`config.mk`:
```
export PLATFORM = sky130hd
export DESIGN_NAME = chipBusBridge
export DESIGN_NICKNAME = d
export VERILOG_FILES = /design/src/verilog/chipBusPkg.sv /design/src/verilog/byteLaneDecoder.sv /design/src/verilog/cycleArbiter.sv /design/src/verilog/dataLaneSteer.sv /design/src/verilog/chipBusBridge.sv
export SDC_FILE = /design/constraint.sdc
export NUM_CORES = 1
export LEC_CHECK = 0
export BUFFER_PORTS_ARGS = -buffer_cell sky130_fd_sc_hd__buf_2
export CORE_AREA = 4 4 85 87
export DETAILED_ROUTE_END_ITERATION = 8
export DIE_AREA = 0 0 89 91
export PLACE_DENSITY_LB_ADDON = 0.15
export SKIP_LAST_GASP = 1
export SLEW_MARGIN = 15
export SYNTH_ARGS = -nofsm -noshare
export SYNTH_HDL_FRONTEND = slang
export SYNTH_SLANG_ARGS = --single-unit
export TNS_END_PERCENT = 5
```
`constraint.sdc`:
```
create_clock -name clk40 -period 1.6 [get_ports clk40]
set_input_delay 0.16 -clock clk40 [delete_from_list [all_inputs] [get_ports clk40]]
set_output_delay 0.16 -clock clk40 [all_outputs]
set_load 0.05 [all_outputs]
```
`src/verilog/chipBusPkg.sv`:
```
// ========================================
// Chip-bus bridge shared definitions
// Widths, SIZ codes, arbiter states and the
// access and lane-enable structs
// ========================================

package chipBusPkg;

    typedef logic [1:0]  addrLow;   // A1, A0 of the CPU access
    typedef logic [1:0]  xferSize;  // 68030 SIZ code
    typedef logic [3:0]  laneMask;  // UU, UM, LM, LL, active low
    typedef logic [31:0] cpuWord;
    typedef logic [15:0] chipWord;

    // SIZ encodings
    localparam xferSize sizeLong  = 2'b00;
    localparam xferSize sizeByte  = 2'b01;
    localparam xferSize sizeWord  = 2'b10;
    localparam xferSize sizeThree = 2'b11;  // Decoded like a long word

    // Owner of the current chip-bus cycle
    typedef enum logic [1:0] {
        busIdle,
        busDma,
        busCpu
    } busState;

    // Captured CPU access, 37 bits
    typedef struct packed {
        addrLow  addr;
        xferSize size;
        logic    readNotWrite;
        cpuWord  writeData;
    } cpuAccess;

    // Decoder outputs, 10 bits
    typedef struct packed {
        laneMask cpuLanesN;   // 32-bit CPU side
        laneMask chipLanesN;  // Chip RAM side
        logic    uds;         // 68000 upper data strobe
        logic    lds;         // 68000 lower data strobe
    } laneEnables;

endpackage

```
`src/verilog/byteLaneDecoder.sv`:
```
// ========================================
// Byte-lane decoder
// CPU and chip RAM byte enables, UDS and LDS
// ========================================

module byteLaneDecoder (
    input  chipBusPkg::cpuAccess   access,
    input  logic                   cpuCycle,
    input  logic                   dmaCycle,
    input  logic                   casUpperN,
    input  logic                   casLowerN,
    input  logic                   dbEnN,
    output chipBusPkg::laneEnables lanes
);

    chipBusPkg::laneMask cpuSel;   // Lanes picked by address and size, active high
    chipBusPkg::laneMask dmaSel;   // Lanes picked by chipset CAS strobes
    chipBusPkg::laneMask chipSel;  // Lanes driven toward chip RAM
    logic isLong;
    logic isByte;
    logic cpuWrite;

    assign isLong   = (access.size == chipBusPkg::sizeLong) ||
                      (access.size == chipBusPkg::sizeThree);
    assign isByte   = (access.size == chipBusPkg::sizeByte);
    assign cpuWrite = !access.readNotWrite;

    // Address and size decode for the 32-bit side
    always_comb begin
        case (access.size)
            chipBusPkg::sizeByte: cpuSel = 4'b1000 >> access.addr;  // One lane by A1:A0
            chipBusPkg::sizeWord: cpuSel = access.addr[1] ? 4'b0011 : 4'b1100;
            default:              cpuSel = 4'b1111;                  // Long or three-byte
        endcase
    end

    // DMA slots
    // dbEnN high routes the chipset word to the upper half, low to the lower half
    always_comb begin
        dmaSel[3] = !casUpperN && dbEnN;   // UU
        dmaSel[2] = !casLowerN && dbEnN;   // UM
        dmaSel[1] = !casUpperN && !dbEnN;  // LM
        dmaSel[0] = !casLowerN && !dbEnN;  // LL
    end

    // Chip side follows whichever owner holds the bus
    always_comb begin
        if (cpuCycle)
            chipSel = cpuSel;
        else if (dmaCycle)
            chipSel = dmaSel;
        else
            chipSel = '0;  // Idle bus, nothing enabled
    end

    assign lanes.cpuLanesN  = ~cpuSel;
    assign lanes.chipLanesN = ~chipSel;

    // Strobes only drop on CPU writes at an even address
    assign lanes.uds = !(cpuWrite && !access.addr[0] && !isLong);
    assign lanes.lds = !(cpuWrite && !access.addr[0] && isByte);

    // Both owners come from one arbiter state, never overlapping
    always_comb begin
        assert (!(cpuCycle && dmaCycle))
            else $error("CPU and DMA cycles active together");
    end

endmodule

```
`src/verilog/cycleArbiter.sv`:
```
// ========================================
// Chip-bus cycle arbiter
// Grants chip RAM to DMA or CPU, holds the
// CPU access and times the acknowledge
// ========================================

module cycleArbiter #(
    parameter int cpuCycleLength = 4  // Clocks per CPU cycle, 2 to 8
) (
    input  logic                  clk40,
    input  logic                  reset,
    input  logic                  cpuStart,
    input  chipBusPkg::addrLow    cpuAddr,
    input  chipBusPkg::xferSize   cpuSize,
    input  logic                  cpuRnW,
    input  chipBusPkg::cpuWord    cpuWriteData,
    input  logic                  dmaRequest,
    output chipBusPkg::cpuAccess  access,
    output logic                  cpuCycle,
    output logic                  dmaCycle,
    output logic                  cpuAck
);

    localparam int countWidth = $clog2(cpuCycleLength);
    // Count value on the clock before the last CPU clock
    localparam logic [countWidth-1:0] lastCount = countWidth'(cpuCycleLength - 2);

    chipBusPkg::busState   state;
    logic                  pending;     // CPU access waiting or in progress
    logic [countWidth-1:0] cycleCount;  // Clocks spent in busCpu

    // Cycle levels come straight from the state register
    assign cpuCycle = (state == chipBusPkg::busCpu);
    assign dmaCycle = (state == chipBusPkg::busDma);

    // Access register, loaded on every start pulse
    always_ff @(posedge clk40) begin
        if (cpuStart) begin
            access.addr         <= cpuAddr;
            access.size         <= cpuSize;
            access.readNotWrite <= cpuRnW;
            access.writeData    <= cpuWriteData;
        end
    end

    always_ff @(posedge clk40) begin
        if (reset) begin
            state      <= chipBusPkg::busIdle;
            pending    <= 1'b0;
            cpuAck     <= 1'b0;
            cycleCount <= '0;
        end else begin
            case (state)
                chipBusPkg::busIdle: begin
                    if (dmaRequest) begin
                        state <= chipBusPkg::busDma;  // DMA wins a tie
                    end else if (pending) begin
                        state      <= chipBusPkg::busCpu;
                        cycleCount <= '0;
                    end
                end

                chipBusPkg::busDma: begin
                    if (!dmaRequest)
                        state <= chipBusPkg::busIdle;  // Slot over
                end

                chipBusPkg::busCpu: begin
                    cycleCount <= cycleCount + 1'b1;
                    cpuAck     <= (cycleCount == lastCount);  // Flag the final clock
                    if (cpuAck) begin
                        // Last clock done, release the bus
                        state   <= chipBusPkg::busIdle;
                        cpuAck  <= 1'b0;
                        pending <= 1'b0;
                    end
                end

                default: state <= chipBusPkg::busIdle;
            endcase

            // New request, picked up on the next idle clock
            if (cpuStart)
                pending <= 1'b1;
        end
    end

    // Acknowledge is a single pulse inside a CPU cycle
    ackInCycle: assert property (
        @(posedge clk40) disable iff (reset)
        cpuAck |-> cpuCycle
    ) else $error("cpuAck outside a CPU cycle");

    ackOnePulse: assert property (
        @(posedge clk40) disable iff (reset)
        cpuAck |=> !cpuAck
    ) else $error("cpuAck longer than one clock");

    // CPU side waits for the acknowledge before the next access
    noStartWhilePending: assert property (
        @(posedge clk40) disable iff (reset)
        cpuStart |-> !pending
    ) else $error("cpuStart while an access is pending");

endmodule

```
`src/verilog/dataLaneSteer.sv`:
```
// ========================================
// Chip-bus data steering
// CPU write half onto the 16-bit chip bus,
// read word duplicated back to the CPU
// ========================================

module dataLaneSteer (
    input  logic                 clk40,
    input  logic                 reset,
    input  chipBusPkg::cpuAccess access,
    input  logic                 cpuCycle,
    input  logic                 cpuAck,
    input  chipBusPkg::chipWord  chipReadData,
    output chipBusPkg::chipWord  chipWriteData,
    output chipBusPkg::cpuWord   cpuReadData
);

    logic cpuCycleDly;   // cpuCycle one clock late
    logic cpuCycleRise;  // First clock of a CPU cycle
    chipBusPkg::chipWord writeHalf;

    assign cpuCycleRise = cpuCycle && !cpuCycleDly;

    // A1 picks the half of the long word that sits on the 16-bit port
    assign writeHalf = access.addr[1] ? access.writeData[15:0]
                                      : access.writeData[31:16];

    always_ff @(posedge clk40) begin
        if (reset)
            cpuCycleDly <= 1'b0;
        else
            cpuCycleDly <= cpuCycle;
    end

    // Write word
    // Loaded at the rising edge, held for the rest of the cycle and after
    always_ff @(posedge clk40) begin
        if (reset) begin
            chipWriteData <= '0;
        end else if (cpuCycleRise) begin
            chipWriteData <= writeHalf;
        end
    end

    // Read word
    // A 16-bit port answers on both halves so dynamic sizing finds it either way
    always_ff @(posedge clk40) begin
        if (reset) begin
            cpuReadData <= '0;
        end else if (cpuAck) begin
            cpuReadData <= {chipReadData, chipReadData};  // Valid the clock after ack
        end
    end

    // Data sampled at ack belongs to a live CPU cycle
    ackHasData: assert property (
        @(posedge clk40) disable iff (reset)
        cpuAck |-> cpuCycleDly
    ) else $error("cpuAck on the first clock of a CPU cycle");

endmodule

```
`src/verilog/chipBusBridge.sv`:
```
// ========================================
// 68030 to chipset chip-bus bridge
// Arbiter, byte-lane decoder and data path
// ========================================

module chipBusBridge #(
    parameter int cpuCycleLength = 4  // Clocks per CPU cycle
) (
    input  logic                   clk40,
    input  logic                   reset,
    input  logic                   cpuStart,
    input  chipBusPkg::addrLow     cpuAddr,
    input  chipBusPkg::xferSize    cpuSize,
    input  logic                   cpuRnW,
    input  chipBusPkg::cpuWord     cpuWriteData,
    input  logic                   dmaRequest,
    input  logic                   casUpperN,
    input  logic                   casLowerN,
    input  logic                   dbEnN,
    input  chipBusPkg::chipWord    chipReadData,
    output logic                   cpuAck,
    output chipBusPkg::cpuWord     cpuReadData,
    output chipBusPkg::chipWord    chipWriteData,
    output chipBusPkg::laneEnables lanes,
    output logic                   cpuCycle,
    output logic                   dmaCycle
);

    chipBusPkg::cpuAccess access;  // Access held for the current CPU cycle

    cycleArbiter #(
        .cpuCycleLength(cpuCycleLength)
    ) arbiter (
        .clk40       (clk40),
        .reset       (reset),
        .cpuStart    (cpuStart),
        .cpuAddr     (cpuAddr),
        .cpuSize     (cpuSize),
        .cpuRnW      (cpuRnW),
        .cpuWriteData(cpuWriteData),
        .dmaRequest  (dmaRequest),
        .access      (access),
        .cpuCycle    (cpuCycle),
        .dmaCycle    (dmaCycle),
        .cpuAck      (cpuAck)
    );

    byteLaneDecoder decoder (
        .access   (access),
        .cpuCycle (cpuCycle),
        .dmaCycle (dmaCycle),
        .casUpperN(casUpperN),
        .casLowerN(casLowerN),
        .dbEnN    (dbEnN),
        .lanes    (lanes)
    );

    dataLaneSteer steer (
        .clk40        (clk40),
        .reset        (reset),
        .access       (access),
        .cpuCycle     (cpuCycle),
        .cpuAck       (cpuAck),
        .chipReadData (chipReadData),
        .chipWriteData(chipWriteData),
        .cpuReadData  (cpuReadData)
    );

endmodule

```
* After elaboration in Yosys (flattened, before gate mapping) *
Cells that the tools add are included.

storage, ports and cells
  logic and storage cells = 69
  register bits = 92

cells by class
  shifts and indexed selects = 1
  reduce and logical (&&, ||, !) cells = 26
  muxes and demuxes = 17
  bitwise gates (word level) = 2
  add/subtract/negate cells = 1
  eq/ne operators = 11

operators with widths
  operator               count
  $mux W16               1
  $mux W2                6
  $mux W4                3
  $logic_not A1 Y1       9
  $eq A2 B2 Y1 const B   4
  $logic_and A1 B1 Y1    8
  $not A4 Y4             2
  $pmux W4 S2            1
  $ne A2 B2 Y1 const B   3
  $pmux W2 S3            1
  $reduce_and A3 Y1      2
  $reduce_bool A2 Y1     3
  $eq A2 B1 Y1 const B   2
  $logic_not A2 Y1       2
  $mux W1                4
  $pmux W2 S2            1
  $shr A4 B2 Y4 const A  1
  $ne A3 B2 Y1 const B   1
  $add A2 B1 Y2 const B  1
  $ne A2 B1 Y1 const B   1
  $reduce_and A2 Y1      1
  $logic_or A1 B1 Y1     1

* Longest topological paths before layout *
  word-level depth = 5
  gate-level depth with buffers = 5

* Cells and area by module *
Synthesis repeated with hierarchy kept, for this count alone.

second synthesis, totals
  cell total of the unflattened synthesis = 237
  area total of the unflattened synthesis = 3030.4 sq um

by module, submodules not included
  module           instances  area an instance (sq um)  cells an instance
  dataLaneSteer    1          1461.4                    143
  cycleArbiter     1          1375.1                    65
  byteLaneDecoder  1          193.9                     29

* Least setup slack after synthesis *
Ideal clock, no wire load.

  path type = reg2out
  from = register arbiter.state[0]
  to = output lanes[3] in the netlist's numbering
  data arrival time = 2189 ps
  path buffers = 1
  setup slack = -749 ps
  stages on the path, launching flop included = 6
  cell sequence = dfxtp_1 nand2b_1 buf_4 inv_2 and2_4 a211oi_1

RTL lines
  element                 line                 source
  start, declared         cycleArbiter.sv:28   chipBusPkg::busState state;
  start signal, assigned  cycleArbiter.sv:48   state <= chipBusPkg::busIdle;
  start signal, assigned  cycleArbiter.sv:56   state <= chipBusPkg::busDma;
  start signal, assigned  cycleArbiter.sv:58   state <= chipBusPkg::busCpu;
  end, declared           chipBusBridge.sv:24  output chipBusPkg::laneEnables lanes,

==> results.yml <==
run_status:
  outcome: "finished with violations"
  violations: "negative setup slack"
routing:
  finalWirelength_um: 6890
  drt-wirelength-per-cell_um: 14.7
  route.detailed.drc: 0
  via_count: 2261
  dr.pass1.iters: 4
  drt_iter0_drc: 82
  ant_nets: 0
  vias_per_cell: 4.83
synth:
  yosysUniqueCellTypes: 32
  yosys_warnings: 0
  synth_area_leaders: "edfxtp_1 36%, dfxtp_1 25%, mux2i_1 10%"
  async_reset_ff_frac: 0
  synth_top_area_frac: 0.363
  synth_area_leader_cell: "edfxtp_1"
  synth_ff_type: "dfxtp_1"
  syn_inst: 239
  synth.cell_area_mm2: 0.00306
  synth_area_per_cell_um2: 12.8
  ys_seq_area_frac: 0.617
  yosys-top-cells-count: "45 x nor2_1, 39 x dfxtp_1, 37 x edfxtp_1"
  synth_edf_count: 37
  synth_most_common_cell: "nor2_1"
  syn_nets: 303
  ys_ff_latch: 76
floorplanning:
  core_area_mm2: 0.00635
  start_util: 0.483
  rows: 29
  fp.dieH_um: 91
  die_w_um: 89
  num_io_pins: 121
  die_area_mm2: 0.00810
critical_path:
  crit_path_top_delay_cell: "edfxtp_1"
  r2r_end: "steer.chipWriteData[6]"
  worstPathCellList: "ha_4, a21oi_4, o32ai_2, nor2_2, buf_6"
  cp-start-kind: "flip-flop"
  crit_type: "flip-flop to primary output"
  end_kind: "primary output"
  reg2regPathDepth: 3
  cp.required_ns: 1.44
  r2r_slack_ns: 0.26
  cp_top_family: "flip-flops"
  crit_arrival_ns: 1.64
  worst-path-max-fanout: 4
  max_stage_delay_ns: 0.46
  crit_start: "arbiter.access[33]"
  reg2reg_from: "arbiter.access[36]"
  crit_buf_inv: 1
cts:
  clk_pin_slew_ns: 0.07
  clkLatencyLatePin_ns: 0.33
  cts_buffers: 9
  cts.sinks: 76
  htreeDepth: 3
  tritoncts: "done"
  cts_buffer_depth: 2
  root_buffer: "clkbuf_8"
power:
  powerDensity_mw_per_mm2: 983
  switchingPower_w: 0.00111
  p_sw_frac: 0.261
  p_comb_frac: 0.164
  p_int_w: 0.00315
  power.leakage_nw: 1.88
  peakVddDrop_mv: 0.590
  power_frac_seq: 0.515
  p_clk_frac: 0.320
hold_path:
  min_path_type: "primary input to flip-flop"
  whs_endpoint: "arbiter.access[30]"
  holdPathStages: 1
  hold_start: "cpuWriteData[30]"
global_route:
  grt.overflow.total: 0
  grt_pass1_wl_um: 10600
  antenna_found_initial: 0
  grt_pass1_vias: 2190
  track_usage: 0.168
  grt_max_degree: 33
place:
  place_inst: 418
  place.gp.congestion: 0.766
  numPortBuffers: 120
  dp_hpwl_um: 4510
sta:
  tightest_slew_ns: 0.363
  fin_crit_ns: 1.80
  finalWorstSetupSlack_ns: -0.204
  finalSetupViolCount: 9
  fmax_ghz: 0.554
  hold_violations: 0
  finalClockSkew_ns: 0.0116
  max_slew_margin: 0.758
  finalCritPeriodShare: 1.13
  drv_slew: 0
  grt_setup_unrepaired: "yes"
cells_and_area:
  final_nets: 451
  antenna_cells: 0
  drive_gt1_frac: 0.453
  instances_no_fill: 468
  fin_util: 0.684
  num-fill-cells: 469
  area_growth_pct: 41.7
flow_run:
  maxCapViolations: 0
state kept, by name, summed over array words and instances (netlist names):
signal,flops
steer.chipWriteData,16
arbiter.access,37
arbiter.pending,1
steer.cpuReadData,16
arbiter.cycleCount,2
arbiter.state,2
arbiter.cpuAck,1
steer.cpuCycleDly,1
placed cells by master, fill, tap and decap left out, drive strengths merged:
master,synthesis,final
buf,24,131
nor2,45,45
dfxtp,39,39
edfxtp,37,37
dlygate4sd3,0,34
mux2i,32,32
a211oi,18,18
clkbuf,4,11
inv,7,7
a21oi,5,5
ha,4,4
nand2,3,3
nor3b,3,3
nand2b,3,3
nand3b,2,2
clkinv,0,2
a21o,1,1
and2,1,1
o32ai,1,1
nor2b,1,1
or4b,1,1
o31ai,1,1
or3,1,1
a221oi,1,1
mux2,1,1
nor3,1,1
a311oi,1,1
and2b,1,1
a2bb2oi,1,1
clkinvlp,0,1
bufinv,0,1
power groups by stage:
stage                     clock [W]  sequential, W  combinational [W]
after floorplan                   0        0.00230           0.000319
final                       0.00137        0.00220           0.000701
after detailed placement          0        0.00224           0.000586
after CTS                   0.00139        0.00220           0.000682
after global placement            0        0.00223           0.000576
after global routing        0.00149        0.00221           0.000747
kinds of logic after synthesis:
logic type / count (synthesis) / synth area share
AO/OA/AOI/OAI: 29 / 0.0915
adder cells (fa/ha/maj): 4 / 0.0163
multiplexers: 33 / 0.108
flip-flops: 76 / 0.617
buffers and inverters: 35 / 0.0715
AND/OR/NAND/NOR: 62 / 0.0951
timing repair:
action,CTS,global route
cloned,0,0
hold endpoints to repair,30,4
resized for setup,21,4
endpoints found under the setup margin,10,10
setup buffers,0,1
pin swaps,4,2
hold buffers,30,4
metal layers:
layer  track usage  vias to the layer above  share of wire
met5             0                        -              0
met4        0.0670                        0          0.012
met3        0.0353                        9          0.074
met2         0.273                       87           0.50
met1         0.218                     1044           0.42
li1              -                     1121              -
metrics by stage:
step | hold slack (ns) | power (W) | cell area [µm²] | setup WS (ns) | setup TNS (ns)
detailed placement | 0.338 | 0.00282 | 3710 | 0.0426 | 0
global route | 0.000821 | 0.00445 | 4340 | -0.278 | -2.31
floorplan | 0.259 | 0.00262 | 3100 | -0.233 | -0.979
finish | 0.0107 | 0.00427 | 4340 | -0.204 | -1.54
CTS | 0.000835 | 0.00427 | 4280 | -0.185 | -1.47
global placement | 0.337 | 0.00281 | 3710 | 0.0523 | 0
worst max path at each step:
stage                    end  depth (start not counted)  slack, ns
floorplan           lanes[7]                          3      -0.23
global placement    lanes[4]                          5       0.05
detailed placement  lanes[3]                          4       0.04
CTS                 lanes[3]                          5      -0.18
global route        lanes[4]                          6      -0.28
finish              lanes[4]                          5      -0.20
final cells by class:
| type | count | area, µm² | area share |
|---|---|---|---|
| Multi-Input combinational cell | 128 | 1040 | 0.241 |
| Tap cell | 77 | 96.3 | 0.0222 |
| Timing Repair Buffer | 165 | 1100 | 0.253 |
| Clock buffer | 11 | 131 | 0.0303 |
| Sequential cell | 76 | 1890 | 0.436 |
| Clock inverter | 4 | 51.3 | 0.0118 |
| Inverter | 7 | 26.3 | 0.00605 |
Power figures use the tool's default switching activity.
